## config.mk

```make
export PLATFORM = sky130hd
export DESIGN_NAME = accum_stage
export DESIGN_NICKNAME = d
export VERILOG_FILES = /design/src/hdl/dotp_pkg.sv /design/src/hdl/accum_stage.sv
export SDC_FILE = /design/constraint.sdc
export NUM_CORES = 1
export LEC_CHECK = 0
export ABC_CLOCK_PERIOD_IN_PS = 2450
export BUFFER_PORTS_ARGS = -buffer_cell sky130_fd_sc_hd__buf_2
export CORE_MARGIN = 5
export CORE_UTILIZATION = 47
export CTS_CLUSTER_SIZE = 40
export DETAILED_ROUTE_END_ITERATION = 8
export PLACE_DENSITY = 0.8
export REMOVE_ABC_BUFFERS = 1
export SLEW_MARGIN = 30
export SYNTH_ARGS = -nofsm -noshare
export SYNTH_HDL_FRONTEND = slang
export SYNTH_SLANG_ARGS = --single-unit
```

## constraint.sdc

```tcl
create_clock -name clk_i -period 2.45 [get_ports clk_i]
set_input_delay 0 -clock clk_i [delete_from_list [all_inputs] [get_ports clk_i]]
set_output_delay 0 -clock clk_i [all_outputs]
set_load 0.01 [all_outputs]
```

## src/hdl/dotp_pkg.sv

```systemverilog
//--------------------------------------------------------------------------
// Shared sizes and types for the int8 dot-product inference datapath
//--------------------------------------------------------------------------
`default_nettype none

package dotp_pkg;

  localparam int N_LANES    = 8;
  localparam int W_IN       = 8;
  localparam int W_ACC      = 32;
  localparam int W_EPS      = 8;
  localparam int W_SHIFT    = 5;
  localparam int TILE_W     = 5;
  localparam int W_MUL      = W_ACC + W_EPS;
  localparam int FIFO_DEPTH = 8;
  localparam int FIFO_AW    = $clog2(FIFO_DEPTH);
  localparam int PIPE_DEPTH = 3;

  // Output clipping range
  localparam int RES_MAX = 2 ** (W_IN - 1) - 1;
  localparam int RES_MIN = -(2 ** (W_IN - 1));

  typedef enum logic [0:0] {
    ACT_IDENTITY = 1'b0,
    ACT_RELU     = 1'b1
  } activation_e;

  // Static while a result is being accepted
  typedef struct packed {
    logic [TILE_W-1:0]        inner_tiles;
    logic [W_EPS-1:0]         eps_mult;
    logic [W_SHIFT-1:0]       right_shift;
    logic signed [W_IN-1:0]   add;
    activation_e              activation;
  } ctrl_t;

  typedef logic signed [W_IN-1:0] in_elem_t;

  typedef struct packed {
    in_elem_t [N_LANES-1:0]  inp;
    in_elem_t [N_LANES-1:0]  weight;
    logic signed [W_ACC-1:0] bias;
  } beat_t;

  typedef struct packed {
    logic calc_en;
    logic first_tile;
    logic last_tile;
  } tile_flags_t;

  typedef struct packed {
    tile_flags_t             flags;
    logic signed [W_ACC-1:0] sum;
    logic signed [W_ACC-1:0] bias;
  } dotp_beat_t;

  typedef struct packed {
    logic                    valid;
    logic signed [W_ACC-1:0] acc;
  } acc_res_t;

  typedef logic signed [W_IN-1:0] res_t;

endpackage

`default_nettype wire

```

## src/hdl/accum_stage.sv

```systemverilog
//--------------------------------------------------------------------------
// Accumulator over inner tiles, bias loaded on the first tile
//--------------------------------------------------------------------------
`timescale 1ns/1ps
`default_nettype none

module accum_stage (
  input  wire                  clk_i,
  input  wire                  rst_ni,
  input  dotp_pkg::dotp_beat_t dotp_i,
  output dotp_pkg::acc_res_t   acc_o
);

  logic signed [dotp_pkg::W_ACC-1:0] acc_q;
  logic                              valid_q;
  logic                              seen_first_q;

  always_ff @(posedge clk_i or negedge rst_ni) begin
    if (!rst_ni) begin
      valid_q      <= 1'b0;
      seen_first_q <= 1'b0;
    end else begin
      valid_q <= dotp_i.flags.calc_en & dotp_i.flags.last_tile;
      if (dotp_i.flags.calc_en && dotp_i.flags.first_tile) begin
        seen_first_q <= 1'b1;
      end
    end
  end

  // Wraps at 32 bits
  always_ff @(posedge clk_i) begin
    if (dotp_i.flags.calc_en) begin
      if (dotp_i.flags.first_tile) begin
        acc_q <= dotp_i.sum + dotp_i.bias;
      end else begin
        acc_q <= acc_q + dotp_i.sum;
      end
    end
  end

  assign acc_o = '{valid: valid_q, acc: acc_q};

  a_first_before_rest: assert property (@(posedge clk_i) disable iff (!rst_ni)
    (dotp_i.flags.calc_en && !dotp_i.flags.first_tile) |-> seen_first_q)
    else $error("continuation beat arrived before any first tile");

endmodule

`default_nettype wire

```

Word-level counts from Yosys, hierarchy flattened
Cells that the tools add are included.
{"block": "op_classes", "muxes": 1, "n_bitwise": 1, "add_sub_neg": 2}
{"op": "adder 32 bit", "count": 2}
{"op": "2-to-1 mux 32 bit", "count": 1}
{"op": "AND 1 bit", "count": 1}
{"block": "totals", "output_inout_bits": 33, "regBits": 33}

Logic depth before layout (Yosys ltp)
{"block": "depth", "ltp_word": 2, "mapped_depth": 11, "mapped_depth_nobuf": 9}

Least setup slack after synthesis
No wires, ideal clock.
{"block": "synth_timing", "kind": "input to register", "from": "input port dotp_i[65] (netlist bit)", "to": "register acc_q[30] (netlist bit) (data pin)", "arrival_ns": 2.682, "setup_time_ns": 0.260, "path_stages": 11, "slack_ns": -0.492, "cell_sequence": "clkbuf_1 buf_1 mux2_2 ha_1 fa_1 a21o_1 a221oi_4 nor2_1 a2111oi_0 nor2_1 xor2_1"}
{"block": "synth_via", "elab_chain_cells": 1}
{"item": "start: declaration", "line_no": "accum_stage.sv:10", "text": "input dotp_pkg::dotp_beat_t dotp_i,"}
{"item": "2-to-1 mux 32 bit", "line_no": "accum_stage.sv:33", "text": "if (dotp_i.flags.first_tile) begin"}
{"item": "end signal: assignment", "line_no": "accum_stage.sv:34", "text": "acc_q <= dotp_i.sum + dotp_i.bias;"}
{"item": "end signal: assignment", "line_no": "accum_stage.sv:36", "text": "acc_q <= acc_q + dotp_i.sum;"}
{"item": "end: declaration", "line_no": "accum_stage.sv:14", "text": "logic signed [dotp_pkg::W_ACC-1:0] acc_q;"}
Every way passes these cells.
A chain may end at the register's enable or synchronous reset.

Worst setup path after layout
{"block": "layout_timing", "from": "register acc_q[0] (netlist bit)", "to": "register acc_q[30] (netlist bit) (data pin)"}
{"block": "layout_via", "elab_chain_cells": 2}
{"item": "adder 32 bit", "line_no": "accum_stage.sv:36"}
{"item": "2-to-1 mux 32 bit", "line_no": "accum_stage.sv:33"}
Every way passes these cells.

==> flow_metrics.env <==
export IMPL_worstRegToRegCells=9
export IMPL_finClkSkew_ns=0.007788
export IMPL_synth_area_um2=3161
export IMPL_grt_max_degree=34
export IMPL_timing_rr_end="acc_q[30]"
export IMPL_tightest_slew_ns=0.8280
export IMPL_syn2layout_area_growth_pct=56.69
export IMPL_regArea_um2=985.9
export IMPL_globalplace_congestion=0.8970
export IMPL_ant_nets=0
export IMPL_die_h_um=92.01
export IMPL_worst_hold_slack_ns=0.04115
export IMPL_fin_setup_tns_ns=-3.224
export IMPL_die_w_um=92.01
export IMPL_synth_seq_area_share_pct=31.20
export IMPL_drv_max_cap_violation_count=0
export IMPL_crit_type="reg2reg"
export IMPL_setup_viol=20
export IMPL_io_pins=102
export IMPL_drv_slew=0
export IMPL_violations="negative setup slack"
export IMPL_yosysWarningCount=0
export IMPL_reg2reg_slack_ns=-0.28
export IMPL_crit_path_start="acc_q[0]"
export IMPL_worstPathRequired_ns=2.50
export IMPL_synth_area_leaders="edfxtp_1, ha_1, mux2_2"
export IMPL_diodes=0
export IMPL_rsz0062_at_grt="yes"
export IMPL_synth_edf_count=32
export IMPL_synthArstFlopShare_pct=3.030
export IMPL_cts_inserted_buffers=5
export IMPL_clkSlewWorstSetupHoldPaths_ns=0.07
export IMPL_wirelength_mm=11.05
export IMPL_cp_max_fo=4
export IMPL_yosys_top_cells_count="edfxtp_1, ha_1, mux2_2, a21oi_1, nand2_1"
export IMPL_power_mw=3.905
export IMPL_tritoncts="done"
export IMPL_hold_depth=2
export IMPL_fillCellCount=420
export IMPL_syn_avg_cell_area_um2=10.13
export IMPL_hpwl_mm=7.417
export IMPL_grt_overflow=0
export IMPL_yosysTopAreaCellShare_pct=30.40
export IMPL_vdd_drop_max_v=0.0004602
export IMPL_synth_cell_type_count=64
export IMPL_drive_above_1_share_pct=58.06
export IMPL_hp_class="in2reg"
export IMPL_dieArea_um2=8465
export IMPL_track_usage_pct=22.58
export IMPL_drc=0
export IMPL_core_um2=6459
export IMPL_status="finished with violations"
export IMPL_numPortBuffers=101
export IMPL_synth_top_area_cell="edfxtp_1"
export IMPL_hold_path_startpoint="dotp_i[32]"
export IMPL_critPathCaptureType="register"
export IMPL_dr_first_iter_drc_count=311
export IMPL_fin_nets=616
export IMPL_drt_pre_antenna_iters=5
export IMPL_r2r_start="acc_q[0]"
export IMPL_min_period_ns=2.726
export IMPL_p_per_area_nw_per_um2=788.6
export IMPL_vias=3507
export IMPL_start_util_pct=48.93
export IMPL_timing_fmax_mhz=366.8
export IMPL_yosysMostFrequentCell="edfxtp_1"
export IMPL_synth_cells=312
export IMPL_htreeDepth=2
export IMPL_synth_seq_cells=33
export IMPL_wl_per_cell_um=18.66
export IMPL_hold_viol=0
export IMPL_vias_per_cell=5.924
export IMPL_whs_endpoint="acc_q[0]"
export IMPL_antenna_found_initial=0
export IMPL_setup_ws_ns=-0.2763
export IMPL_clock_sinks=33
export IMPL_p_leak_nw=2.203
export IMPL_fin_crit_sh_pct=111.3
export IMPL_clockRootBuffer="clkbuf_8"
export IMPL_row_count=29
export IMPL_slew_headroom_pct=44.80
export IMPL_clock_path_buffers=2
export IMPL_synth_ff_type="edfxtp_1"
export IMPL_pre_cts_ws_ns=-0.3383
export IMPL_multi_input_area_um2=2424
export IMPL_clock_latency_ns=0.30
export IMPL_grt_pass1_wl_mm=15.79
export IMPL_grt_pass1_vias=3382
export IMPL_cp_start_kind="register"
export IMPL_arrival_ns=2.78
## worst max-delay path: stages (launching register included)
cell	delay, ns
edfxtp_1	0.39
mux2_4	0.29
ha_4	0.17
fa_2	0.34
a21o_1	0.23
a221oi_4	0.35
nor2_2	0.10
a2111oi_2	0.38
nor2_1	0.10
xor2_1	0.15
## sequential cells by signal, summed over array words and instances (netlist names)
name,count
acc_q,32
valid_q,1
## layer usage
layer  wire length [um]  part of all wire, %  global-route usage [%]
met1               4313                   39                   29.07
met2               5504                   50                   38.99
met3                839                  7.6                   3.601
met4                388                  3.5                   6.807
met5                  0                    0                       0
## cells in the final DEF (no fill, tap or decap), drive strengths merged, types with 3 or more instances in the layout
cell type and instances:
nor2 16, xnor2 18, a21oi 28, o211ai 4, o21a 5, mux2 31
a21o 12, o21ai 15, xor2 11, nor3 5, ha 31, edfxtp 32
buf 207, a31oi 7, dlygate4sd3 3, nand2 22, nand4 5, clkbuf 6
nand3 3, and3 5
## cells by family after synthesis
group                      count (synthesis)  share of synthesized area [%]
AOI/OAI and AO/OA                         99                          21.81
and+or+nand+nor                           71                          11.44
xor gates and xnor gates                  29                          8.036
DFF                                       33                          31.20
muxes                                     33                          11.68
adders and majority gates                 32                          12.91
buffers and inverters                     15                          2.929
## how the worst max path moves through the flow
stage	to	slack [ns]	depth (start not counted)
final	acc_q[30]	-0.28	9
after global routing	acc_q[30]	-0.39	9
after CTS	acc_q[30]	-0.18	9
after detailed placement	acc_q[30]	-0.34	9
after global placement	acc_q[30]	-0.28	9
after floorplan	acc_q[30]	-0.28	9
## metrics by stage
step           cells  utilization [%]  instance area [um2]
2_1_floorplan    298                -                 3072
3_3_place_gp     571            68.11                 4399
3_5_place_dp     571            68.11                 4399
4_1_cts          585            71.31                 4606
5_1_grt          592            76.68                 4952
6_report         592            76.68                 4952
## cell type report
| type | instances | area share, % |
|---|---|---|
| clock buffer | 6 | 1.465 |
| clock inverter | 1 | 0.07580 |
| inverter | 1 | 0.07580 |
| multi-input combinational | 264 | 48.94 |
| sequential | 33 | 19.91 |
| tap | 77 | 1.945 |
| timing repair buffer | 210 | 27.59 |
## repair_timing
item / 4_1_cts / 5_1_grt
hold buffers: 3 / 0
gates resized for setup: 21 / 48
pin swaps: 15 / 24
hold endpoints to repair: 2 / 0
setup buffers: 4 / 8
setup endpoints to repair: 22 / 23
## power by group
part / leakage, nW / total [mW] / switching [mW] / internal [mW]
registers: 0.326 / 0.961 / 0.0891 / 0.872
clock network: 0.0387 / 0.412 / 0.220 / 0.192
logic: 1.84 / 2.53 / 1.22 / 1.31
total: 2.20 / 3.91 / 1.53 / 2.37
(Power assumes the default switching activity.)
