`src/hdl/dotp_pkg.sv`:
```
//--------------------------------------------------------------------------
// Shared sizes and types for the int8 dot-product inference datapath
//--------------------------------------------------------------------------
`default_nettype none

package dotp_pkg;

  localparam int N_LANES    = 8;
  localparam int W_IN       = 8;
  localparam int W_ACC      = 32;
  localparam int W_EPS      = 8;
  localparam int W_SHIFT    = 5;
  localparam int TILE_W     = 5;
  localparam int W_MUL      = W_ACC + W_EPS;
  localparam int FIFO_DEPTH = 8;
  localparam int FIFO_AW    = $clog2(FIFO_DEPTH);
  localparam int PIPE_DEPTH = 3;

  // Output clipping range
  localparam int RES_MAX = 2 ** (W_IN - 1) - 1;
  localparam int RES_MIN = -(2 ** (W_IN - 1));

  typedef enum logic [0:0] {
    ACT_IDENTITY = 1'b0,
    ACT_RELU     = 1'b1
  } activation_e;

  // Static while a result is being accepted
  typedef struct packed {
    logic [TILE_W-1:0]        inner_tiles;
    logic [W_EPS-1:0]         eps_mult;
    logic [W_SHIFT-1:0]       right_shift;
    logic signed [W_IN-1:0]   add;
    activation_e              activation;
  } ctrl_t;

  typedef logic signed [W_IN-1:0] in_elem_t;

  typedef struct packed {
    in_elem_t [N_LANES-1:0]  inp;
    in_elem_t [N_LANES-1:0]  weight;
    logic signed [W_ACC-1:0] bias;
  } beat_t;

  typedef struct packed {
    logic calc_en;
    logic first_tile;
    logic last_tile;
  } tile_flags_t;

  typedef struct packed {
    tile_flags_t             flags;
    logic signed [W_ACC-1:0] sum;
    logic signed [W_ACC-1:0] bias;
  } dotp_beat_t;

  typedef struct packed {
    logic                    valid;
    logic signed [W_ACC-1:0] acc;
  } acc_res_t;

  typedef logic signed [W_IN-1:0] res_t;

endpackage

`default_nettype wire

```
`src/hdl/out_fifo.sv`:
```
//--------------------------------------------------------------------------
// Output FIFO with valid/ready pop and a space reservation flag
//--------------------------------------------------------------------------
`timescale 1ns/1ps
`default_nettype none

module out_fifo (
  input  wire            clk_i,
  input  wire            rst_ni,
  input  wire            push_i,
  input  dotp_pkg::res_t data_i,
  output logic           valid_o,
  input  wire            ready_i,
  output dotp_pkg::res_t data_o,
  output logic           space_ok_o
);

  dotp_pkg::res_t                mem [dotp_pkg::FIFO_DEPTH];
  logic [dotp_pkg::FIFO_AW-1:0]  wr_ptr_q;
  logic [dotp_pkg::FIFO_AW-1:0]  rd_ptr_q;
  logic [dotp_pkg::FIFO_AW:0]    count_q;
  logic [dotp_pkg::FIFO_AW:0]    count_d;
  logic                          pop;

  assign valid_o = (count_q != '0);
  assign pop     = valid_o & ready_i;
  assign data_o  = mem[rd_ptr_q];

  always_comb begin
    count_d = count_q;
    if (push_i && !pop) begin
      count_d = count_q + 1'b1;
    end else if (!push_i && pop) begin
      count_d = count_q - 1'b1;
    end
  end

  // Free slots must cover the pipeline plus the beat taken this cycle
  assign space_ok_o = count_d <
                      (dotp_pkg::FIFO_AW + 1)'(dotp_pkg::FIFO_DEPTH - dotp_pkg::PIPE_DEPTH);

  always_ff @(posedge clk_i or negedge rst_ni) begin
    if (!rst_ni) begin
      wr_ptr_q <= '0;
      rd_ptr_q <= '0;
      count_q  <= '0;
    end else begin
      count_q <= count_d;
      if (push_i) wr_ptr_q <= wr_ptr_q + 1'b1;
      if (pop)    rd_ptr_q <= rd_ptr_q + 1'b1;
    end
  end

  always_ff @(posedge clk_i) begin
    if (push_i) mem[wr_ptr_q] <= data_i;
  end

  a_no_overflow: assert property (@(posedge clk_i) disable iff (!rst_ni)
    push_i |-> (count_q < (dotp_pkg::FIFO_AW + 1)'(dotp_pkg::FIFO_DEPTH)))
    else $error("push into full output FIFO");

endmodule

`default_nettype wire

```
`config.mk`:
```
export PLATFORM = sky130hd
export DESIGN_NAME = out_fifo
export DESIGN_NICKNAME = d
export VERILOG_FILES = /design/src/hdl/dotp_pkg.sv /design/src/hdl/out_fifo.sv
export SDC_FILE = /design/constraint.sdc
export NUM_CORES = 1
export LEC_CHECK = 0
export BUFFER_PORTS_ARGS = -buffer_cell sky130_fd_sc_hd__buf_2
export CORE_UTILIZATION = 52
export CTS_BUF_LIST = sky130_fd_sc_hd__clkbuf_8 sky130_fd_sc_hd__clkbuf_16
export DETAILED_ROUTE_END_ITERATION = 8
export HOLD_SLACK_MARGIN = 0.15
export PLACE_DENSITY = 0.7
export REMOVE_ABC_BUFFERS = 1
export SLEW_MARGIN = 25
export SYNTH_ARGS = -nofsm -noshare
export SYNTH_HDL_FRONTEND = slang
export SYNTH_SLANG_ARGS = --single-unit
```
`constraint.sdc`:
```
create_clock -name clk_i -period 2.93 [get_ports clk_i]
set_input_delay 0.4395 -clock clk_i [delete_from_list [all_inputs] [get_ports clk_i]]
set_output_delay 0.4395 -clock clk_i [all_outputs]
set_load 0.005 [all_outputs]
```
======== Word level (Yosys, flattened, before mapping) ========
Memories as Yosys holds them, arrays and structs flattened.
Index checks and enable logic that the tools add are counted.
W data, S select, Z words.
word-level totals
  output and inout port bits .............. 10
  memory bits (writable) .................. 64
  memories ................................ 1
  logic and storage cells ................. 19
  memory bits (read-only) ................. 0
  register bits after elaboration ......... 10
  input port bits ......................... 12
  latch bits .............................. 0
operators by class
  shifts and indexed selects .............. 0
  $lt $le $gt $ge ......................... 1
  div/mod/pow operators ................... 0
  mux-type cells .......................... 4
  equal/unequal tests ..................... 0
  bitwise logic cells ..................... 1
  reduce and logical (&&, ||, !) cells .... 5
  multipliers ............................. 0
  add/sub/neg operators ................... 4
memories
  memory  words  bits a word  read ports  clocked after Yosys merged registers in  write ports  RTL line        source
  mem     8      8            1           0                                        1            out_fifo.sv:18  dotp_pkg::res_t mem [dotp_pkg::FIFO_DEPTH];
operator list
  kind                   number
  $mux W4                2
  $add A3 B1 Y3 const B  2
  $add A4 B1 Y4 const B  1
  $lt A4 B3 Y1 const B   1
  $reduce_bool A4 Y1     1
  $sub A4 B1 Y4 const B  1
  $logic_and A1 B1 Y1    2
  $logic_not A1 Y1       2
  $mux W1                2
  $and A1 B1 Y1          1

======== Depth between registers and ports, before layout ========
Gate-level depths: netlist of run 1.
  word-level depth ........................ 6
  depth in mapped cells ................... 7

======== Worst setup path after synthesis of run 1 ========
Ideal clock, no wire load.
  kind .................................... flip-flop to output port
  start point ............................. reg count_q[0] in the netlist's numbering
  end point ............................... out space_ok_o
  setup slack ............................. 0.902 ns
  stages on the path, launching flop included .. 7
  required time ........................... 2.491 ns
  arrival ................................. 1.589 ns
  path buffers ............................ 0
  cell sequence ........................... dfrtp_1 > inv_1 > ha_1 > nor3b_2 > nor4b_1 > or3_1 > a32oi_1
between the ends
  cells in the longest elaborated chain, start to end .. 6
ends and longest elaborated chain
  what                                                   RTL line        source
  start, declared                                        out_fifo.sv:21  logic [dotp_pkg::FIFO_AW:0] count_q;
  start signal, assigned                                 out_fifo.sv:48  count_q <= count_d;
  branches (longest 4 deep; another with $sub A4 B1 Y4)  --
  $mux W4 (*)                                            out_fifo.sv:31  if (push_i && !pop) begin
  $lt A4 B3 Y1 (*)                                       out_fifo.sv:39  assign space_ok_o = count_d <
  end, declared                                          out_fifo.sv:15  output logic space_ok_o
Every way passes the cells marked *.

======== Final worst setup path of run 1 ========
Ends and elaborated chain as after synthesis.

==> results.md, run 1 <==
* Pin count of the biggest net entering global routing at 19
* Sequential area share after synthesis at 69.4%
* Top FF cell, synth: sky130_fd_sc_hd__edfxtp_1
* Transition time at the pin with the least slew margin at 0.708 ns
* Layout overhead on the synthesized area at 13.4%
* Count of mapped cells out of synthesis at 168
* Combined area of all synthesized cells at 3130 um^2
* 1st-pass router iterations at 4
* Slew margin rel. at 52.8%
* # Max-Cap Violations at 0
* Total CTS buffers at 9
* Sum Neg Setup Slack at 0 ns
* Data required time at the worst endpoint at 2.49 ns
* Post-CTS setup buffer count at 0
* Post-Place Worst Slack at 0.632 ns
* Worst ir drop on vdd at 519 uV
* Combined global-route utilization of all metal layers at 19.7%
* Total via count in the routed design at 1640
* Final Wtd Congestion at 0.880
* Setup repair after global routing missed its margin: false
* Count of state elements after synthesis at 74
* EDFF count, synth at 64
* H-tree Lvls at 3
* Critical Path Sink Type: output pin
* CTS tree: yes
* Count of cell types in the netlist at 34
* Leading cell type in the layout, fill and taps excluded: sky130_fd_sc_hd__edfxtp_1
* Fin crit period at 2.69 ns
* Final setup margin at 0.238 ns
* R2r setup slk at 1.02 ns
* Fraction of final layout cells with drive strength greater than 1 at 27.3%
* Delay contributed by the slowest stage of the critical path at 0.47 ns
* Number of DRC violations after detailed-routing iteration 0 at 90
* GR Overflow Total at 0
* Clock-pin slew on the worst setup and hold paths at 0.07 ns
* CTS resizes at 0
* Final Hold Slack at 0.363 ns
* Commonest non-fill, non-tap cells in the layout: 64 x sky130_fd_sc_hd__edfxtp_1, 21 x sky130_fd_sc_hd__buf_2, 16 x sky130_fd_sc_hd__mux4_1
* Clk Latency, worst-skew pair at 0.34 ns
* Highest achievable clock rate at 372 MHz
* Average footprint of a synthesized cell at 18.6 um^2
* Final clock period utilization by the worst path at 91.9%
* Critical path's top delay family: simple AND/OR/NAND/NOR gates
* Antenna fix cells at 0
* Final Total Pwr at 3270 uW
* Startpoint Class: register
* Power density cells at 920 nW/um^2
* Ratio of routed vias to standard cells at 5.84
* Global-route wire length before repair at 8580 um
* Critical Path Slowest Stage Cell: sky130_fd_sc_hd__dfrtp_1
* Net count, final at 220
* Number of warnings issued by yosys at 0
* Number of antenna violations at the first check in global routing at 0
* Post-route DRC at 0
* Total count of hold-check failures in the final report at 0
* Total number of placement rows at 27
* Wirelength per Cell at 19.4 um
* Total wire length after detailed routing at 5460 um
* Arrival time at the worst endpoint at 2.25 ns
* Effective utilization at floorplan at 55.5%
* Count of endpoints failing setup in the final report at 0
* Count of final max-slew check failures at 0
* Height of the die at 79.6 um
* Full die area at 6330 um^2
* Final antenna-violating net count at 0
* Count of clock tree sinks at 74
* Maximum fanout count along the critical path at 7
* Core Box Area at 5640 um^2
* Total of buffers placed on input and output ports at 21
* Number of hold-repair buffers added at the cts stage at 1
* Critical-path cell list: inv_1 > ha_1 > nor3b_2 > nor4b_1 > or3_1 > a32oi_1 > buf_2
* Buffer levels on the longest clock path at 2
* FFs w/ async S/R, synth at 13.5%
* Placed wire-length estimate after detailed placement at 3520 um
* Num ports at 22
* Path type of the worst setup path: reg2out
* Die Width at 79.6 um
* Class of the most critical hold timing path: in2reg
* Static leakage at 0.00129 uW
* Run status: finished clean
* Clock tree root driver cell: sky130_fd_sc_hd__clkbuf_8
* Buf+Inv Stages, Crit Path at 2
* Max Clock Skew at 0.00401 ns
* Number of global-route vias before repair at 1663
worst reg2reg max path: stages, from the launching register on:
cell	delay [ns]
sky130_fd_sc_hd__dfrtp_1	0.47
sky130_fd_sc_hd__inv_1	0.11
sky130_fd_sc_hd__ha_1	0.18
sky130_fd_sc_hd__nor3b_2	0.36
sky130_fd_sc_hd__nor4b_1	0.12
sky130_fd_sc_hd__or3_1	0.39
sky130_fd_sc_hd__and2_1	0.18
final cells by class:
cell class | count | area [um^2]
sequential | 74 | 2170
fill | 390 | 2090
multi-input combinational | 82 | 886
timing repair buffer | 32 | 190
clock buffer | 9 | 124
tap | 72 | 90.1
clock inverter | 7 | 68.8
inverter | 5 | 18.8
final timing paths:
| check | startpoint | to | cells after the start |
|---|---|---|---|
| worst min register to register | wr_ptr_q[0] | wr_ptr_q[0] | 1 |
| worst min-delay path | data_i[2] | mem[0][2] | 1 |
| max in group asynchronous | rst_ni | rd_ptr_q[2] | 2 |
| worst max register to register | count_q[0] | count_q[3] | 6 |
| min in group asynchronous | rst_ni | count_q[3] | 2 |
| worst max-delay path | count_q[0] | space_ok_o | 7 |
report_power, final:
part	switching, uW	leakage [uW]	internal [uW]
clock network	361	0.0000954	391
logic	439	0.000497	541
registers	182	0.000698	1350
state kept, by name, indices dropped and copies added (netlist names):
name and flops:
count_q 4, mem 64, wr_ptr_q 3, rd_ptr_q 3
Yosys cell counts (all sizes together), types with 2 or more instances:
cell type | instances | area, um^2
mux4 | 16 | 420
xnor2 | 5 | 43.8
buf | 5 | 45.0
clkbuf | 2 | 7.51
inv | 5 | 18.8
ha | 4 | 50.1
nor3 | 5 | 25.0
a21oi | 4 | 20.0
nor2 | 9 | 33.8
nand2 | 10 | 37.5
mux2 | 9 | 101
dfrtp | 10 | 250
edfxtp | 64 | 1920
nand2b | 3 | 18.8
kinds of logic (layout without fill, tap and decap cells):
group | after synthesis | in the layout | synth area share (%)
AOI/OAI and AO/OA | 12 | 12 | 2.64
xor gates and xnor gates | 6 | 6 | 1.68
buffers and inverters | 12 | 53 | 2.28
DFF | 74 | 74 | 69.4
muxes | 26 | 26 | 17.0
and+or+nand+nor | 34 | 34 | 5.40
adders and majority gates | 4 | 4 | 1.60
through the flow:
step / cells / util [%] / cell area, um^2
6_report: 281 / 62.9 / 3550
5_1_grt: 281 / 62.9 / 3550
4_1_cts: 281 / 62.9 / 3550
3_5_place_dp: 264 / 59.3 / 3350
3_3_place_gp: 264 / 59.3 / 3350
2_1_floorplan: 161 / - / 3080
metal layers:
layer / GRT usage (%) / wire length (um)
met1: 24.3 / 2220
met2: 32.7 / 2850
met3: 3.43 / 305
met4: 11.5 / 82
met5: 0 / 0
(Power assumes the default switching activity.)
==> run 2: changes to the inputs <==
--- a/config.mk
+++ b/config.mk
@@ -6,6 +6,7 @@
 export NUM_CORES = 1
 export LEC_CHECK = 0
 export BUFFER_PORTS_ARGS = -buffer_cell sky130_fd_sc_hd__buf_2
+export CORE_MARGIN = 2
 export CORE_UTILIZATION = 52
 export CTS_BUF_LIST = sky130_fd_sc_hd__clkbuf_8 sky130_fd_sc_hd__clkbuf_16
 export DETAILED_ROUTE_END_ITERATION = 8
==> run 2 against run 1 <==
Die area rose by 5.1%. Critical path type unchanged. Global-route usage shrank 0.83 points. Sequential power is essentially flat. Wire length increased by 2.0%. Largest cell class unchanged. Final cell count rose by 0.71%. Largest power group unchanged. Non-clock buffer count is 1 lower. Count of clock-buffer cells in the layout increased by 2. Design area is 0.74% lower. Critical path depth unchanged.
==> results.md, run 2 (same netlist as run 1, synthesis figures left out) <==
* Net count, final at 219
* GR Overflow Total at 0
* Highest achievable clock rate at 372 MHz
* Arrival time at the worst endpoint at 2.25 ns
* Num ports at 22
* Pin count of the biggest net entering global routing at 19
* Combined global-route utilization of all metal layers at 18.9%
* Number of antenna violations at the first check in global routing at 0
* Total of buffers placed on input and output ports at 21
* Registers with the most flip-flops: mem x64, count_q x4
* Post-route DRC at 0
* Transition time at the pin with the least slew margin at 0.711 ns
* Power density cells at 898 nW/um^2
* Non-Filler Cell Area, Final at 3520 um^2
* Die Width at 81.6 um
* Final Wtd Congestion at 0.771
* Critical Path Sink Type: output pin
* Data required time at the worst endpoint at 2.49 ns
* Static leakage at 0.00130 uW
* Count of endpoints failing setup in the final report at 0
* Sum Neg Setup Slack at 0 ns
* Total number of placement rows at 28
* Area of placed instances at 3340 um^2
* Wirelength per Cell at 19.7 um
* CTS resizes at 0
* Total count of hold-check failures in the final report at 0
* Placed wire-length estimate after detailed placement at 3690 um
* Global-route wire length before repair at 8480 um
* Fin crit period at 2.69 ns
* Class of the most critical hold timing path: in2reg
* Cell Count Post-Placement at 266
* Core Box Area at 5850 um^2
* Count of final max-slew check failures at 0
* Clock tree root driver cell: sky130_fd_sc_hd__clkbuf_8
* Clk Latency, worst-skew pair at 0.34 ns
* Clock-pin slew on the worst setup and hold paths at 0.07 ns
* Setup repair after global routing missed its margin: false
* Run status: finished clean
* Worst ir drop on vdd at 425 uV
* Total CTS buffers at 9
* Ratio of routed vias to standard cells at 5.72
* Count of clock tree sinks at 74
* Slew margin rel. at 52.6%
* CTS tree: yes
* Effective utilization at floorplan at 53.5%
* Final clock period utilization by the worst path at 91.7%
* Layout overhead on the synthesized area at 12.6%
* Number of flip-flops in the largest register at 64
* Commonest non-fill, non-tap cells in the layout: 64 x sky130_fd_sc_hd__edfxtp_1, 21 x sky130_fd_sc_hd__buf_2, 16 x sky130_fd_sc_hd__mux4_1, 11 x sky130_fd_sc_hd__clkbuf_8
* Number of DRC violations after detailed-routing iteration 0 at 135
* Leading cell type in the layout, fill and taps excluded: sky130_fd_sc_hd__edfxtp_1
* Count of filler cells inserted in the layout at 426
* Maximum fanout count along the critical path at 7
* Path type of the worst setup path: reg2out
* Multi-input combinational cell area at 886 um^2
* # Max-Cap Violations at 0
* Total wire length after detailed routing at 5570 um
* Total via count in the routed design at 1619
* Final std cells w/o fill at 283
* H-tree Lvls at 3
* Max Clock Skew at 0.00592 ns
* 1st-pass router iterations at 6
* Startpoint Class: register
* Full die area at 6650 um^2
* Antenna fix cells at 0
* Height of the die at 81.6 um
* Final Total Pwr at 3160 uW
* Post-CTS setup buffer count at 0
* Final Hold Slack at 0.361 ns
* Fraction of final layout cells with drive strength greater than 1 at 24.5%
* Register name with the most flops: mem
* Buffer levels on the longest clock path at 2
* Number of global-route vias before repair at 1619
* Register area at 2170 um^2
* Final antenna-violating net count at 0
[run 2: changes by cell type in the layout (fill, tap and decap cells not counted), sizes merged]
cell / delta
clkinv: -3
clkinvlp: -2
inv: +4
buf: -1
bufinv: -1
clkbuf: +2
[run 2: repair_timing]
| item | 4_1_cts | 5_1_grt |
|---|---|---|
| setup endpoints to repair | 0 | 0 |
| hold endpoints to repair | 10 | 0 |
| hold buffers | 1 | 0 |
[run 2: where the power goes]
group / leakage (uW) / switching, uW / internal [uW]
combinational: 0.000492 / 401 / 530
sequential: 0.000698 / 209 / 1350
clock: 0.000106 / 332 / 339
[run 2: routing by layer]
layer	wire, um	GRT usage, %	share of wire, %	up-vias
met5	0	0	0	-
met4	82	7.50	1.5	0
met3	213	7.03	3.8	10
met2	2850	30.5	51	33
met1	2430	23.3	44	831
li1	-	-	-	745
[run 2: path summary, 6_finish.rpt]
check,from,endpoint,slack [ns],cells after the start
setup / recovery,count_q[0],space_ok_o,0.24,7
hold / removal,data_i[5],mem[2][5],0.36,1
setup reg to reg,count_q[0],count_q[3],1.05,6
hold reg to reg,wr_ptr_q[0],wr_ptr_q[0],0.52,1
max in group asynchronous,rst_ni,count_q[2],2.25,2
min in group asynchronous,rst_ni,rd_ptr_q[0],0.49,2
[run 2: final cells by class]
type	instances	share of cell area (%)
Sequential cell	74	61.6
Multi-Input combinational cell	82	25.1
Timing Repair Buffer	31	5.18
Clock buffer	11	4.30
Tap cell	75	2.66
Clock inverter	5	0.533
Inverter	5	0.533
[run 2: stage by stage]
stage	utilization, %	setup WS, ns
after floorplan	-	0.873
after global placement	57.1	0.674
after detailed placement	57.1	0.604
after CTS	60.2	0.235
after global routing	60.2	0.0826
final	60.2	0.244
[run 2: worst max-delay path, cell delays in order, from the launching register on]
cell,delay [ns]
sky130_fd_sc_hd__dfrtp_1,0.47
sky130_fd_sc_hd__inv_1,0.10
sky130_fd_sc_hd__ha_1,0.24
sky130_fd_sc_hd__nor3b_2,0.20
sky130_fd_sc_hd__nor2_1,0.41
sky130_fd_sc_hd__a31oi_1,0.16
sky130_fd_sc_hd__a32oi_1,0.20
sky130_fd_sc_hd__buf_2,0.13
