$ cat src/hdl/dotp_pkg.sv
//--------------------------------------------------------------------------
// Shared sizes and types for the int8 dot-product inference datapath
//--------------------------------------------------------------------------
`default_nettype none

package dotp_pkg;

  localparam int N_LANES    = 8;
  localparam int W_IN       = 8;
  localparam int W_ACC      = 32;
  localparam int W_EPS      = 8;
  localparam int W_SHIFT    = 5;
  localparam int TILE_W     = 5;
  localparam int W_MUL      = W_ACC + W_EPS;
  localparam int FIFO_DEPTH = 8;
  localparam int FIFO_AW    = $clog2(FIFO_DEPTH);
  localparam int PIPE_DEPTH = 3;

  // Output clipping range
  localparam int RES_MAX = 2 ** (W_IN - 1) - 1;
  localparam int RES_MIN = -(2 ** (W_IN - 1));

  typedef enum logic [0:0] {
    ACT_IDENTITY = 1'b0,
    ACT_RELU     = 1'b1
  } activation_e;

  // Static while a result is being accepted
  typedef struct packed {
    logic [TILE_W-1:0]        inner_tiles;
    logic [W_EPS-1:0]         eps_mult;
    logic [W_SHIFT-1:0]       right_shift;
    logic signed [W_IN-1:0]   add;
    activation_e              activation;
  } ctrl_t;

  typedef logic signed [W_IN-1:0] in_elem_t;

  typedef struct packed {
    in_elem_t [N_LANES-1:0]  inp;
    in_elem_t [N_LANES-1:0]  weight;
    logic signed [W_ACC-1:0] bias;
  } beat_t;

  typedef struct packed {
    logic calc_en;
    logic first_tile;
    logic last_tile;
  } tile_flags_t;

  typedef struct packed {
    tile_flags_t             flags;
    logic signed [W_ACC-1:0] sum;
    logic signed [W_ACC-1:0] bias;
  } dotp_beat_t;

  typedef struct packed {
    logic                    valid;
    logic signed [W_ACC-1:0] acc;
  } acc_res_t;

  typedef logic signed [W_IN-1:0] res_t;

endpackage

`default_nettype wire

$ cat src/hdl/tile_sequencer.sv
//--------------------------------------------------------------------------
// Tile sequencer: takes input beats and counts inner tiles per result,
// tagging each beat with its enable and first/last tile flags
//--------------------------------------------------------------------------
`timescale 1ns/1ps
`default_nettype none

module tile_sequencer (
  input  wire                   clk_i,
  input  wire                   rst_ni,
  input  dotp_pkg::ctrl_t       ctrl_i,
  input  wire                   inp_valid_i,
  output logic                  inp_ready_o,
  input  dotp_pkg::beat_t       beat_i,
  input  wire                   space_ok_i,
  output dotp_pkg::beat_t       beat_o,
  output dotp_pkg::tile_flags_t flags_o,
  output logic                  busy_o
);

  logic [dotp_pkg::TILE_W-1:0] cnt_q;
  logic                        ready_en_q;
  logic                        accept;
  logic                        is_first;
  logic                        is_last;

  // Held low through reset, then follows the FIFO reservation
  assign inp_ready_o = ready_en_q & space_ok_i;
  assign accept      = inp_valid_i & inp_ready_o;
  assign is_first    = (cnt_q == '0);
  assign is_last     = ((cnt_q + 1'b1) == ctrl_i.inner_tiles);
  assign busy_o      = (cnt_q != '0);

  always_ff @(posedge clk_i or negedge rst_ni) begin
    if (!rst_ni) begin
      cnt_q      <= '0;
      ready_en_q <= 1'b0;
      flags_o    <= '0;
    end else begin
      ready_en_q         <= 1'b1;
      flags_o.calc_en    <= accept;
      flags_o.first_tile <= accept & is_first;
      flags_o.last_tile  <= accept & is_last;
      if (accept) begin
        cnt_q <= is_last ? '0 : cnt_q + 1'b1;
      end
    end
  end

  always_ff @(posedge clk_i) begin
    if (accept) begin
      beat_o <= beat_i;
    end
  end

  a_cnt_in_range: assert property (@(posedge clk_i) disable iff (!rst_ni)
    cnt_q < ctrl_i.inner_tiles)
    else $error("tile counter reached inner_tiles");

endmodule

`default_nettype wire

$ cat config.mk
export PLATFORM = sky130hd
export DESIGN_NAME = tile_sequencer
export DESIGN_NICKNAME = d
export VERILOG_FILES = /design/src/hdl/dotp_pkg.sv /design/src/hdl/tile_sequencer.sv
export SDC_FILE = /design/constraint.sdc
export NUM_CORES = 1
export LEC_CHECK = 0
export BUFFER_PORTS_ARGS = -buffer_cell sky130_fd_sc_hd__buf_2
export CORE_AREA = 2 2 137 139
export DETAILED_ROUTE_END_ITERATION = 12
export DIE_AREA = 0 0 139 141
export PLACE_DENSITY = 0.65
export RECOVER_POWER = 25
export SETUP_SLACK_MARGIN = 0.05
export SYNTH_ARGS = -nofsm -noshare
export SYNTH_HDL_FRONTEND = slang
export SYNTH_SLANG_ARGS = --single-unit
$ cat constraint.sdc
create_clock -name clk_i -period 8.9 [get_ports clk_i]
set_input_delay 0.89 -clock clk_i [delete_from_list [all_inputs] [get_ports clk_i]]
set_output_delay 0.89 -clock clk_i [all_outputs]
set_load 0.01 [all_outputs]
# Word-level counts from Yosys, hierarchy flattened
# Cells that the tools add are included.
# totals
ram_bits	0
mem_count	0
regBits	169
latch_bits	0
rom_bits	0
# classes
order_cmp	0
reduce_logical	2
bitwise	4
shift	0
div_mod_pow	0
mux	1
eq_ne	1
n_addsub	1
multipliers	0
# ops
operator	count
adder 5 x 1 -> 5 bit, second input constant	1
equality test 5 bit	1
logical NOT 5 bit	1
two-way mux 5 bit	1
nonzero test 5 bit	1
AND 1 bit	4

# Depth between registers and ports, before layout
# Gate-level depths: netlist of run 1.
# depth
word_depth	3
depth_mapped	7
ltp_nobuf	7

# Least setup slack after synthesis of run 1
# Ideal clock, no wire load.
# synth_timing
kind	input-to-reg
start	input port space_ok_i
end	register beat_o[0] in the netlist's numbering (enable)
cell_stages	3
arrival_time_ps	4419
setup_ps	516
slack_ps	3965
required_time_ps	8384
cell_sequence	and2_1 > nand2_1 > inv_1
# synth_between
elab_chain_len	2
# synth_lines
item	line	rtl
from (decl)	tile_sequencer.sv:15	input wire space_ok_i,
AND 1 bit	tile_sequencer.sv:28	assign inp_ready_o = ready_en_q & space_ok_i;
AND 1 bit	tile_sequencer.sv:29	assign accept = inp_valid_i & inp_ready_o;
net accept	tile_sequencer.sv:23	logic accept;
to (signal assigned)	tile_sequencer.sv:52	beat_o <= beat_i;
to (decl)	tile_sequencer.sv:16	output dotp_pkg::beat_t beat_o,
# The timed path passes the listed nets, and every way through them passes these cells.
# A chain may end at the register's enable or synchronous reset.

# Worst setup path after layout of run 1
# layout_timing
start	input port space_ok_i
end	register beat_o[64] in the netlist's numbering (enable)
# Same word-level chain as after synthesis.

==> impl_results.md, run 1 <==
- Outcome: completed
- 1st-iter DRT viols: 154
- Post-route cell area: 7860 sq um
- Post-CTS Setup Repair Bufs: 0
- Final HPWL from detailed placement: 9870 um
- Fin Setup TNS: 0 ns
- Hold Buf Count CTS: 0
- Layout cells sized above 1: 63.7%
- Top post-synthesis cells by count: edfxtp_1, dfrtp_1, nand3_1
- Nets: 756
- Critical Path Sink: beat_o[64]
- Top-count cell post-synth: edfxtp_1
- Min-delay worst type: input port to asynchronous set/reset pin
- Routed vias: 3338
- Synth top area cells: edfxtp_1, dfrtp_1, xnor2_1
- Synth unique cells: 26
- Final Skew: 0.00524 ns
- Vias/cell: 4.12
- Hold slack: 0.415 ns
- Slew Viols, Final: 0
- Largest net degree at the start of global routing: 100
- P_int: 1370 uW
- R2R depth: 4
- Wire per inst: 16.0 um
- Ports: 356
- GRT Total Usage: 12.8%
- Global-route wire length before repair: 19100 um
- DIE HEIGHT: 141 um
- Post-synth top area share: 90.2%
- Static Leak: 0.00329 uW
- Sw Pwr: 379 uW
- Post_cts resized: 0
- Core area: 18300 sq um
- R2R Path End: beat_o[64]
- ANT nets after route: 0
- CTS tree: done
- Setup ws final: 6.03 ns
- DR DRC count: 0
- Post-Place Setup Slack: 5.58 ns
- Crit end category: register
- Max Cap Viol: 0
- Net Count, Synth: 404
- Final Setup Violations: 0
- Worst path max stage delay: 0.77 ns
- GPL Wtd Cong: 0.790
- Post-Syn Area: 5330 sq um
- Sequential fraction of design power: 52.1%
- Number of antenna violations at the first check in global routing: 1
- CP cell instances: buf_2 -> and2_1 -> nand2_1 -> inv_6 -> buf_4
- Startpoint Class: input port
- Clock slew at reported path FFs: 0.06 ns
- Post-DP Area: 7290 sq um
- Clk sinks: 169
- Die X: 139 um
- TritonCTS Buffers: 17
- Post-route minimum period: 2.87 ns
- R2r setup slk: 6.26 ns
- Worst VDD drop: 0.000126 V
- Post-synthesis sequential element count: 169
- P per Cell Area: 223 nW/um^2
- Required time of the worst setup path: 8.93 ns
- Avg Inst Size Synth: 25.2 sq um
- EDFF count, synth: 160
- Main synth FF type: edfxtp_1
- WP data arrival: 2.90 ns
- Worst setup path start: space_ok_i
- RSZ-0062 raised after global routing: false
- Slew margin rel.: 40.4%
- Vias in the first global route: 3484
- Final worst path period share: 32.2%
- Initial core utilization: 29.2%
- H-tree Lvls: 4
- Slew @ Worst Pin: 0.894 ns
- Dominant cell type by area after synthesis: edfxtp_1
- CP max FO: 99
- Seq/Total Area, Yosys: 94.4%
- Slowest CP cell: buf_4
- PortBufs: 333
- Worst skew pair latency: 0.41 ns
- Clock network power share: 41.1%
- Comb power frac: 6.8%
- Fin. Hold Viols: 0
- Clock Tree Buf Depth: 2
- Max Freq: 349 MHz
- Die area: 19600 sq um
- Overflow after GRT: 0
- Std-Cell Rows: 50
- Yosys warnings: 0
- RR Startpoint: ready_en_q
- Pre-antenna DRT Iters: 4
- Asr flop ratio synth: 5.33%
- CTS root buffer: clkbuf_16
- Worst Path Class, Setup: input port to register
- Final Routed Wirelength: 13000 um
- Synthesized instance count: 211
- Switching Fraction: 21.6%
- Layout area overhead: 47.6%
[through the flow]
step	cells	util [%]	total power [uW]
floorplan	211	-	985
global placement	778	39.9	1050
finish	811	43.0	1750
CTS	810	43.0	1780
global route	810	43.0	1820
detailed placement	778	39.9	1050
[flip-flops by register name (all words and copies together) (netlist names)]
name        flops
beat_o        160
cnt_q           5
flags_o         3
ready_en_q      1
[worst max-delay path: cells and delay by family]
| family | cells | cell delay (ns) |
|---|---|---|
| and+or+nand+nor | 2 | 0.34 |
| buffers and inverters | 3 | 1.46 |
[how the worst min path moves through the flow]
stage                            end  slack [ns]     start  cells after the start
after floorplan             cnt_q[1]        0.54  cnt_q[1]                      2
after global placement      cnt_q[1]        0.57  cnt_q[1]                      2
after detailed placement    cnt_q[1]        0.57  cnt_q[1]                      2
after CTS                   cnt_q[3]        0.30    rst_ni                      1
after global routing      flags_o[1]        0.43    rst_ni                      1
final                     flags_o[1]        0.41    rst_ni                      1
[routing by layer]
metal  wire length (um)  up-vias  track usage [%]
li1                   -     1539                -
met1               5050     1614             14.8
met2               6580      165             21.4
met3               1130       18             5.60
met4                177        2             4.41
met5                 13        -                0
[area by class of cell]
cell class	count	area [sq um]
Antenna cell	1	2.50
Sequential cell	169	5030
Fill cell	1696	10400
Timing Repair Buffer	334	1670
Clock buffer	18	429
Multi-Input combinational cell	38	275
Clock inverter	14	145
Tap cell	234	293
Inverter	3	16.3
[power by group through the flow]
stage	clock network, uW	registers (uW)	logic (uW)
after floorplan	0	942	42.8
after global placement	0	929	117
after detailed placement	0	929	122
after CTS	740	912	122
after global routing	773	915	133
final	720	912	119
[kinds of logic (layout without fill, tap and decap cells)]
family                   Yosys count  count (layout)  share of synthesized area, %
AND/OR/NAND/NOR                   19              19                          2.07
other                              1               2                        0.0704
XOR/XNOR                           6               6                         0.986
adder cells (fa/ha/maj)            2               2                         0.470
AO/OA/AOI/OAI                     10              10                          1.57
buffers and inverters              4             369                         0.423
flip-flops                       169             169                          94.4
[cells in the final DEF, fill, tap and decap left out, types with 2 or more instances in the layout]
| cell | instances |
|---|---|
| buf_2 | 332 |
| bufinv_16 | 2 |
| clkbuf_1 | 2 |
| clkbuf_16 | 17 |
| clkinv_2 | 3 |
| clkinvlp_4 | 3 |
| dfrtp_1 | 9 |
| edfxtp_1 | 160 |
| ha_1 | 2 |
| inv_1 | 2 |
| inv_6 | 5 |
| nand2_1 | 3 |
| nand3_1 | 5 |
| nand3b_1 | 2 |
| nor2_1 | 3 |
| nor3_1 | 2 |
| o21ai_1 | 2 |
| xnor2_1 | 4 |
| xor2_1 | 2 |
(Power assumes the default switching activity.)
==> run 2: changes to the inputs <==
- ABC_AREA: unset -> 1
- CORE_AREA: 2 2 137 139 -> 2 2 140 142
- DIE_AREA: 0 0 139 141 -> 0 0 142 144
- PLACE_DENSITY: 0.65 -> 0.63
- clock period: 8.9 -> 2.73 ns (I/O delays scaled with it)
==> impl_results.md, run 2 <==
- Slew @ Worst Pin: 0.583 ns (-0.311 ns)
- Largest regs: beat_o x160, cnt_q x5, flags_o x3
- 1st-iter DRT viols: 172 (+12%)
- Hold Buf Count CTS: 9 (+9)
- Final worst path period share: 61.4%
- Met1 Usage GRT: 13.9% (-0.88 points)
- DR DRC count: 0 (unchanged)
- Worst skew pair latency: 0.42 ns (about the same)
- Post-CTS Setup Repair Bufs: 0 (unchanged)
- ANT nets after route: 0 (unchanged)
- Clk sinks: 169 (unchanged)
- Non-filler cells, final: 866 (+6.8%)
- Hold Startpoint: beat_i[84]
- EDFF count, synth: 160 (unchanged)
- Die X: 142 um (+2.2%)
- Max Cap Viol: 0 (unchanged)
- Wire per inst: 16.1 um (+0.50%)
- Slew margin rel.: 61.1% (+21 points)
- Std-Cell Rows: 51 (+2.0%)
- Post-Syn Area: 5350 sq um (+0.35%)
- Initial core utilization: 28.0% (-1.1 points)
- TritonCTS Buffers: 17 (unchanged)
- Startpoint Class: register
- Final Setup Violations: 0 (unchanged)
- Pre-antenna DRT Iters: 6 (+2)
- Top post-synthesis cells by count: edfxtp_1, nand2_1, inv_1
- Dominant cell type by area after synthesis: edfxtp_1
- Hold worst-path end: beat_o[84]
- Layout fillers: 1763 (+4.0%)
- WP data arrival: 1.40 ns (-1.50 ns)
- Static Leak: 0.00349 uW (+6.0%)
- Yosys warnings: 0 (unchanged)
- Post-route minimum period: 1.68 ns
- Most frequent cells in the layout: buf_2, edfxtp_1, nand2_1, dlygate4sd3_1, clkbuf_16
- Synth top area cells: edfxtp_1, dfrtp_1, nand2_1
- Register area: 5030 sq um (unchanged)
- R2r setup slk: 1.09 ns (-5.17 ns)
- Seq/Total Area, Yosys: 94.1% (-0.33 points)
- Final Routed Wirelength: 13900 um (+7.3%)
- R2R depth: 11 (+7)
- H-tree Lvls: 4 (unchanged)
- M3 GR Usage: 5.26% (-0.34 points)
- Worst Path Class, Setup: register to output port
- Final HPWL from detailed placement: 10400 um (+5.1%)
- Commonest non-fill, non-tap cell in the layout: buf_2
- M2 GR Usage: 22.7% (+1.2 points)
- Synth unique cells: 16 (-38%)
- Hold slack: 0.0274 ns (-0.387 ns)
- Layout cells sized above 1: 59.6% (-4.1 points)
- Clock Tree Buf Depth: 2 (unchanged)
- Top-count cell post-synth: edfxtp_1
- Core area: 19100 sq um (+4.4%)
- DIE HEIGHT: 144 um (+2.1%)
- CTS root buffer: clkbuf_16
- CP max FO: 7 (-93%)
- Multi-input logic area: 269 sq um (-2.3%)
- Post-synth top area share: 89.9% (-0.32 points)
- Avg Inst Size Synth: 22.6 sq um (-11%)
- R2R Path End: cnt_q[3]
- Layout area overhead: 52.7%
- Main synth FF type: edfxtp_1
- Post-synthesis sequential element count: 169 (unchanged)
- Vias in the first global route: 3327 (-4.5%)
- Top reg by flops: beat_o
- RR Startpoint: cnt_q[0]
- Vias/cell: 3.99 (-3.0%)
- Number of instances in the placed design: 810 (+4.1%)
- Outcome: completed
- Routed vias: 3459 (+3.6%)
- Global-route wire length before repair: 19100 um (unchanged)
- Clock slew at reported path FFs: 0.07 ns (about the same)
- Asr flop ratio synth: 5.33% (unchanged)
- Net Count, Synth: 430 (+6.4%)
- Ports: 356 (unchanged)
- Number of antenna violations at the first check in global routing: 3 (+2)
- Slew Viols, Final: 0 (unchanged)
- Synthesized instance count: 237 (+12%)
- Final Skew: 0.00491 ns (-0.000335 ns)
- Fin. Hold Viols: 0 (unchanged)
- Post_cts resized: 0 (unchanged)
- Min-delay worst type: input port to register
- PortBufs: 333 (unchanged)
- GPL Wtd Cong: 0.730 (-7.6%)
- Fin Setup TNS: 0 ns (unchanged)
- Top Usage Layer GRT: met2
- Hold Path Cell Cnt: 1
- Nets: 808 (+6.9%)
- Overflow after GRT: 0 (unchanged)
- GRT Total Usage: 12.9% (+0.048 points)
- Max FFs per register: 160 (unchanged)
- CTS tree: done
- Required time of the worst setup path: 2.46 ns (-6.47 ns)
- Worst VDD drop: 0.000396 V (+220%)
- Die area: 20400 sq um (+4.3%)
- Max Freq: 597 MHz
- P per Cell Area: 707 nW/um^2 (+220%)
- Worst setup path start: cnt_q[0]
- Crit end category: output port
- Largest net degree at the start of global routing: 101 (+1.0%)
- Post-Route Utilization: 42.8% (-0.27 points)
- RSZ-0062 raised after global routing: false
## run 2: changes by cell type in the layout (fill, tap and decap cells not counted), sizes merged, moves of 2 or more
| cell | previous run | this run |
|---|---|---|
| clkinvlp | 3 | 5 |
| nand4 | 0 | 4 |
| xnor2 | 4 | 0 |
| dlygate4sd3 | 0 | 24 |
| nor3 | 2 | 0 |
| nor2 | 3 | 7 |
| inv | 7 | 20 |
| xor2 | 2 | 0 |
| bufinv | 2 | 0 |
| nand2 | 3 | 32 |
| clkinv | 5 | 3 |
## run 2: how the worst max path moves through the flow
| stage | slack (ns) | end | cells after the start |
|---|---|---|---|
| floorplan | -0.65 | beat_o[0] | 4 |
| global placement | 1.11 | cnt_q[3] | 11 |
| detailed placement | 1.06 | cnt_q[3] | 9 |
| CTS | 1.02 | busy_o | 4 |
| global route | 0.91 | cnt_q[3] | 11 |
| finish | 1.05 | busy_o | 4 |
## run 2: cells by family (layout without fill, tap and decap cells)
| group | after synthesis | count (layout) | share of synthesized area [%] |
|---|---|---|---|
| AOI/OAI and AO/OA | 2 | 2 | 0.187 |
| buffers and inverters | 14 | 404 | 0.983 |
| and+or+nand+nor | 49 | 49 | 4.21 |
| other | 1 | 2 | 0.0701 |
| DFF | 169 | 169 | 94.1 |
| adders and majority gates | 2 | 2 | 0.468 |
## run 2: cell type report
class / instances / share of cell area [%]
well taps: 238 / 3.65
diodes: 1 / 0.0307
multi-input cells: 54 / 3.30
flip-flops and latches: 169 / 61.6
repair buffers: 359 / 23.8
clock inverters: 14 / 1.66
inverters: 14 / 0.690
clock buffers: 17 / 5.21
## run 2: per-stage QoR
step	area [sq um]	total power [uW]	setup slack, ns
global placement	7360	3500	1.11
CTS	8010	5830	1.02
floorplan	5360	3270	-0.651
detailed placement	7360	3520	1.06
finish	8160	5770	1.05
global route	8160	6030	0.911
## run 2: worst max-delay path, cell delays in order, from the launching register on
cell and delay, ns:
dfrtp_1 0.48, inv_2 0.06, ha_1 0.19, nand4_1 0.11, buf_2 0.15
## run 2: power breakdown
part	internal, uW	switching [uW]
Clock	1200	1080
Combinational	220	256
Sequential	2950	56.4
## run 2: metal layers
metal	up-vias	wire length [um]
li1	1645	-
met1	1631	5150
met2	165	7410
met3	14	1180
met4	4	136
met5	-	22
==> run 3: changes to the inputs <==
- clock period: 2.73 -> 1.75 ns (I/O delays scaled with it)
==> impl_results.md, run 3 (synthesis results as in run 2) <==
- Outcome: completed
- Total Power: 9400 uW (+63%)
- Static Leak: 0.00412 uW (+18%)
- Final Routed Wirelength: 15700 um (+13%)
- Final Skew: 0.00503 ns (+0.000123 ns)
- M2 GR Usage: 26.8% (+4.2 points)
- GPL Wtd Cong: 0.739 (+1.3%)
- Crit end category: register
- Worst Path Class, Setup: register to register
- Clock Tree Buf Depth: 2 (unchanged)
- CP max FO: 6 (-1)
- RSZ-0062 raised after global routing: true
- P per Cell Area: 973 nW/um^2 (+38%)
- Fin Setup TNS: 0 ns (unchanged)
- 1st-iter DRT viols: 157 (-8.7%)
- Top reg by flops: beat_o
- Post-route cell area: 9650 sq um (+18%)
- RR Startpoint: cnt_q[0]
- WP data arrival: 1.89 ns (+0.49 ns)
- Layout fillers: 1618 (-8.2%)
- Final HPWL from detailed placement: 10600 um (+2.4%)
- Vias in the first global route: 4091 (+23%)
- Slew Viols, Final: 0 (unchanged)
- Std-Cell Rows: 51 (unchanged)
- Worst VDD drop: 0.000624 V (+57%)
- CTS root buffer: clkbuf_16
- DIE HEIGHT: 144 um (unchanged)
- Wire per inst: 15.6 um (-3.0%)
- Max FFs per register: 160 (unchanged)
- Max Freq: 636 MHz
- Die area: 20400 sq um (unchanged)
- Post-DP Area: 7430 sq um (+1.0%)
- Die X: 142 um (unchanged)
- Max Cap Viol: 0 (unchanged)
- Pre-antenna DRT Iters: 4 (-2)
- PortBufs: 333 (unchanged)
- Startpoint Class: register
- Slew @ Worst Pin: 0.521 ns (-0.0624 ns)
- Top Usage Layer GRT: met2
- Layout cells sized above 1: 49.5% (-10 points)
- TritonCTS Buffers: 17 (unchanged)
- Largest regs: beat_o x160, cnt_q x5, flags_o x3
- Routed vias: 4019 (+16%)
- Clk sinks: 169 (unchanged)
- Overflow after GRT: 0 (unchanged)
- Layout area overhead: 80.6%
- Global-route wire length before repair: 21800 um (+15%)
- Most frequent cells in the layout: buf_2, dlygate4sd3_1, edfxtp_1, nand2_1, clkbuf_16
- Post-Route Utilization: 50.6% (+7.8 points)
- Hold slack: 0.101 ns (+0.0732 ns)
- Slew margin rel.: 65.3% (+4.2 points)
- Hold Startpoint: inp_valid_i
- Post-route minimum period: 1.57 ns
- Met1 Usage GRT: 15.6% (+1.7 points)
- Ports: 356 (unchanged)
- H-tree Lvls: 4 (unchanged)
- DR DRC count: 0 (unchanged)
- Vias/cell: 3.98 (-0.38%)
- Initial core utilization: 28.0% (unchanged)
- Antenna Cells: 0 (-1)
- Clock slew at reported path FFs: 0.07 ns (about the same)
- Largest net degree at the start of global routing: 65 (-36%)
- M3 GR Usage: 5.00% (-0.26 points)
- Core area: 19100 sq um (unchanged)
- Required time of the worst setup path: 2.06 ns (-0.40 ns)
- Number of antenna violations at the first check in global routing: 0 (-3)
- Fin. Hold Viols: 0 (unchanged)
- Worst skew pair latency: 0.41 ns (about the same)
- CTS tree: done
- ANT nets after route: 0 (unchanged)
- Commonest non-fill, non-tap cell in the layout: buf_2
- Worst setup path start: cnt_q[0]
- Final worst path period share: 89.8%
- Final Setup Violations: 0 (unchanged)
- Min-delay worst type: input port to register
- GRT Total Usage: 14.6% (+1.7 points)
- Nets: 952 (+18%)
run 3: cell count changes in the layout (fill, tap and decap cells not counted), sizes merged:
cell	change
buf	+4
diode	-1
clkinv	+4
clkinvlp	-3
dlygate4sd3	+137
clkbuf	+3
run 3: worst paths after layout:
check,endpoint,slack (ns),cells past startpoint
max,cnt_q[4],0.18,11
min,flags_o[1],0.10,3
max reg2reg,cnt_q[4],0.18,11
min reg2reg,cnt_q[1],0.62,3
max in group asynchronous,cnt_q[0],1.13,2
min in group asynchronous,cnt_q[3],0.24,2
run 3: power by group:
group / switching (uW) / internal [uW]
Combinational: 487 / 597
Clock: 1730 / 1910
Sequential: 79.4 / 4600
Total: 2290 / 7100
run 3: critical path, stage by stage (launching register included):
cell and delay (ns):
dfrtp_2 0.42, inv_2 0.07, ha_4 0.27, inv_2 0.03
nand2_1 0.04, nand2_1 0.04, nor2_1 0.10, nand3_1 0.09
nor2_2 0.16, nand4_2 0.11, nand2_1 0.09, inv_1 0.04
run 3: cell type report:
cell class,instances,area (sq um),area share [%]
Tap cell,238,298,3.08
Clock inverter,15,158,1.63
Inverter,14,56.3,0.583
Clock buffer,17,425,4.41
Sequential cell,169,5030,52.1
Multi-Input combinational cell,54,282,2.92
Timing Repair Buffer,503,3400,35.3
run 3: what timing repair did:
action | in CTS | in global routing
hold buffers | 161 | 0
endpoints found under the hold margin | 169 | 0
endpoints found under the setup margin | 0 | 7
gates resized for setup | 0 | 3
buffers inserted | 0 | 2
run 3: routing by layer:
layer,vias up,share of wire [%]
met3,18,7.0
met1,1885,37
li1,1941,-
met4,0,1.8
met2,175,54
met5,-,0
run 3: per-stage QoR:
stage          cells  setup WS [ns]
2_1_floorplan    237          -1.63
3_3_place_gp     815          0.173
3_5_place_dp     815          0.130
4_1_cts         1008          0.108
5_1_grt         1010        -0.0119
6_report        1010          0.179
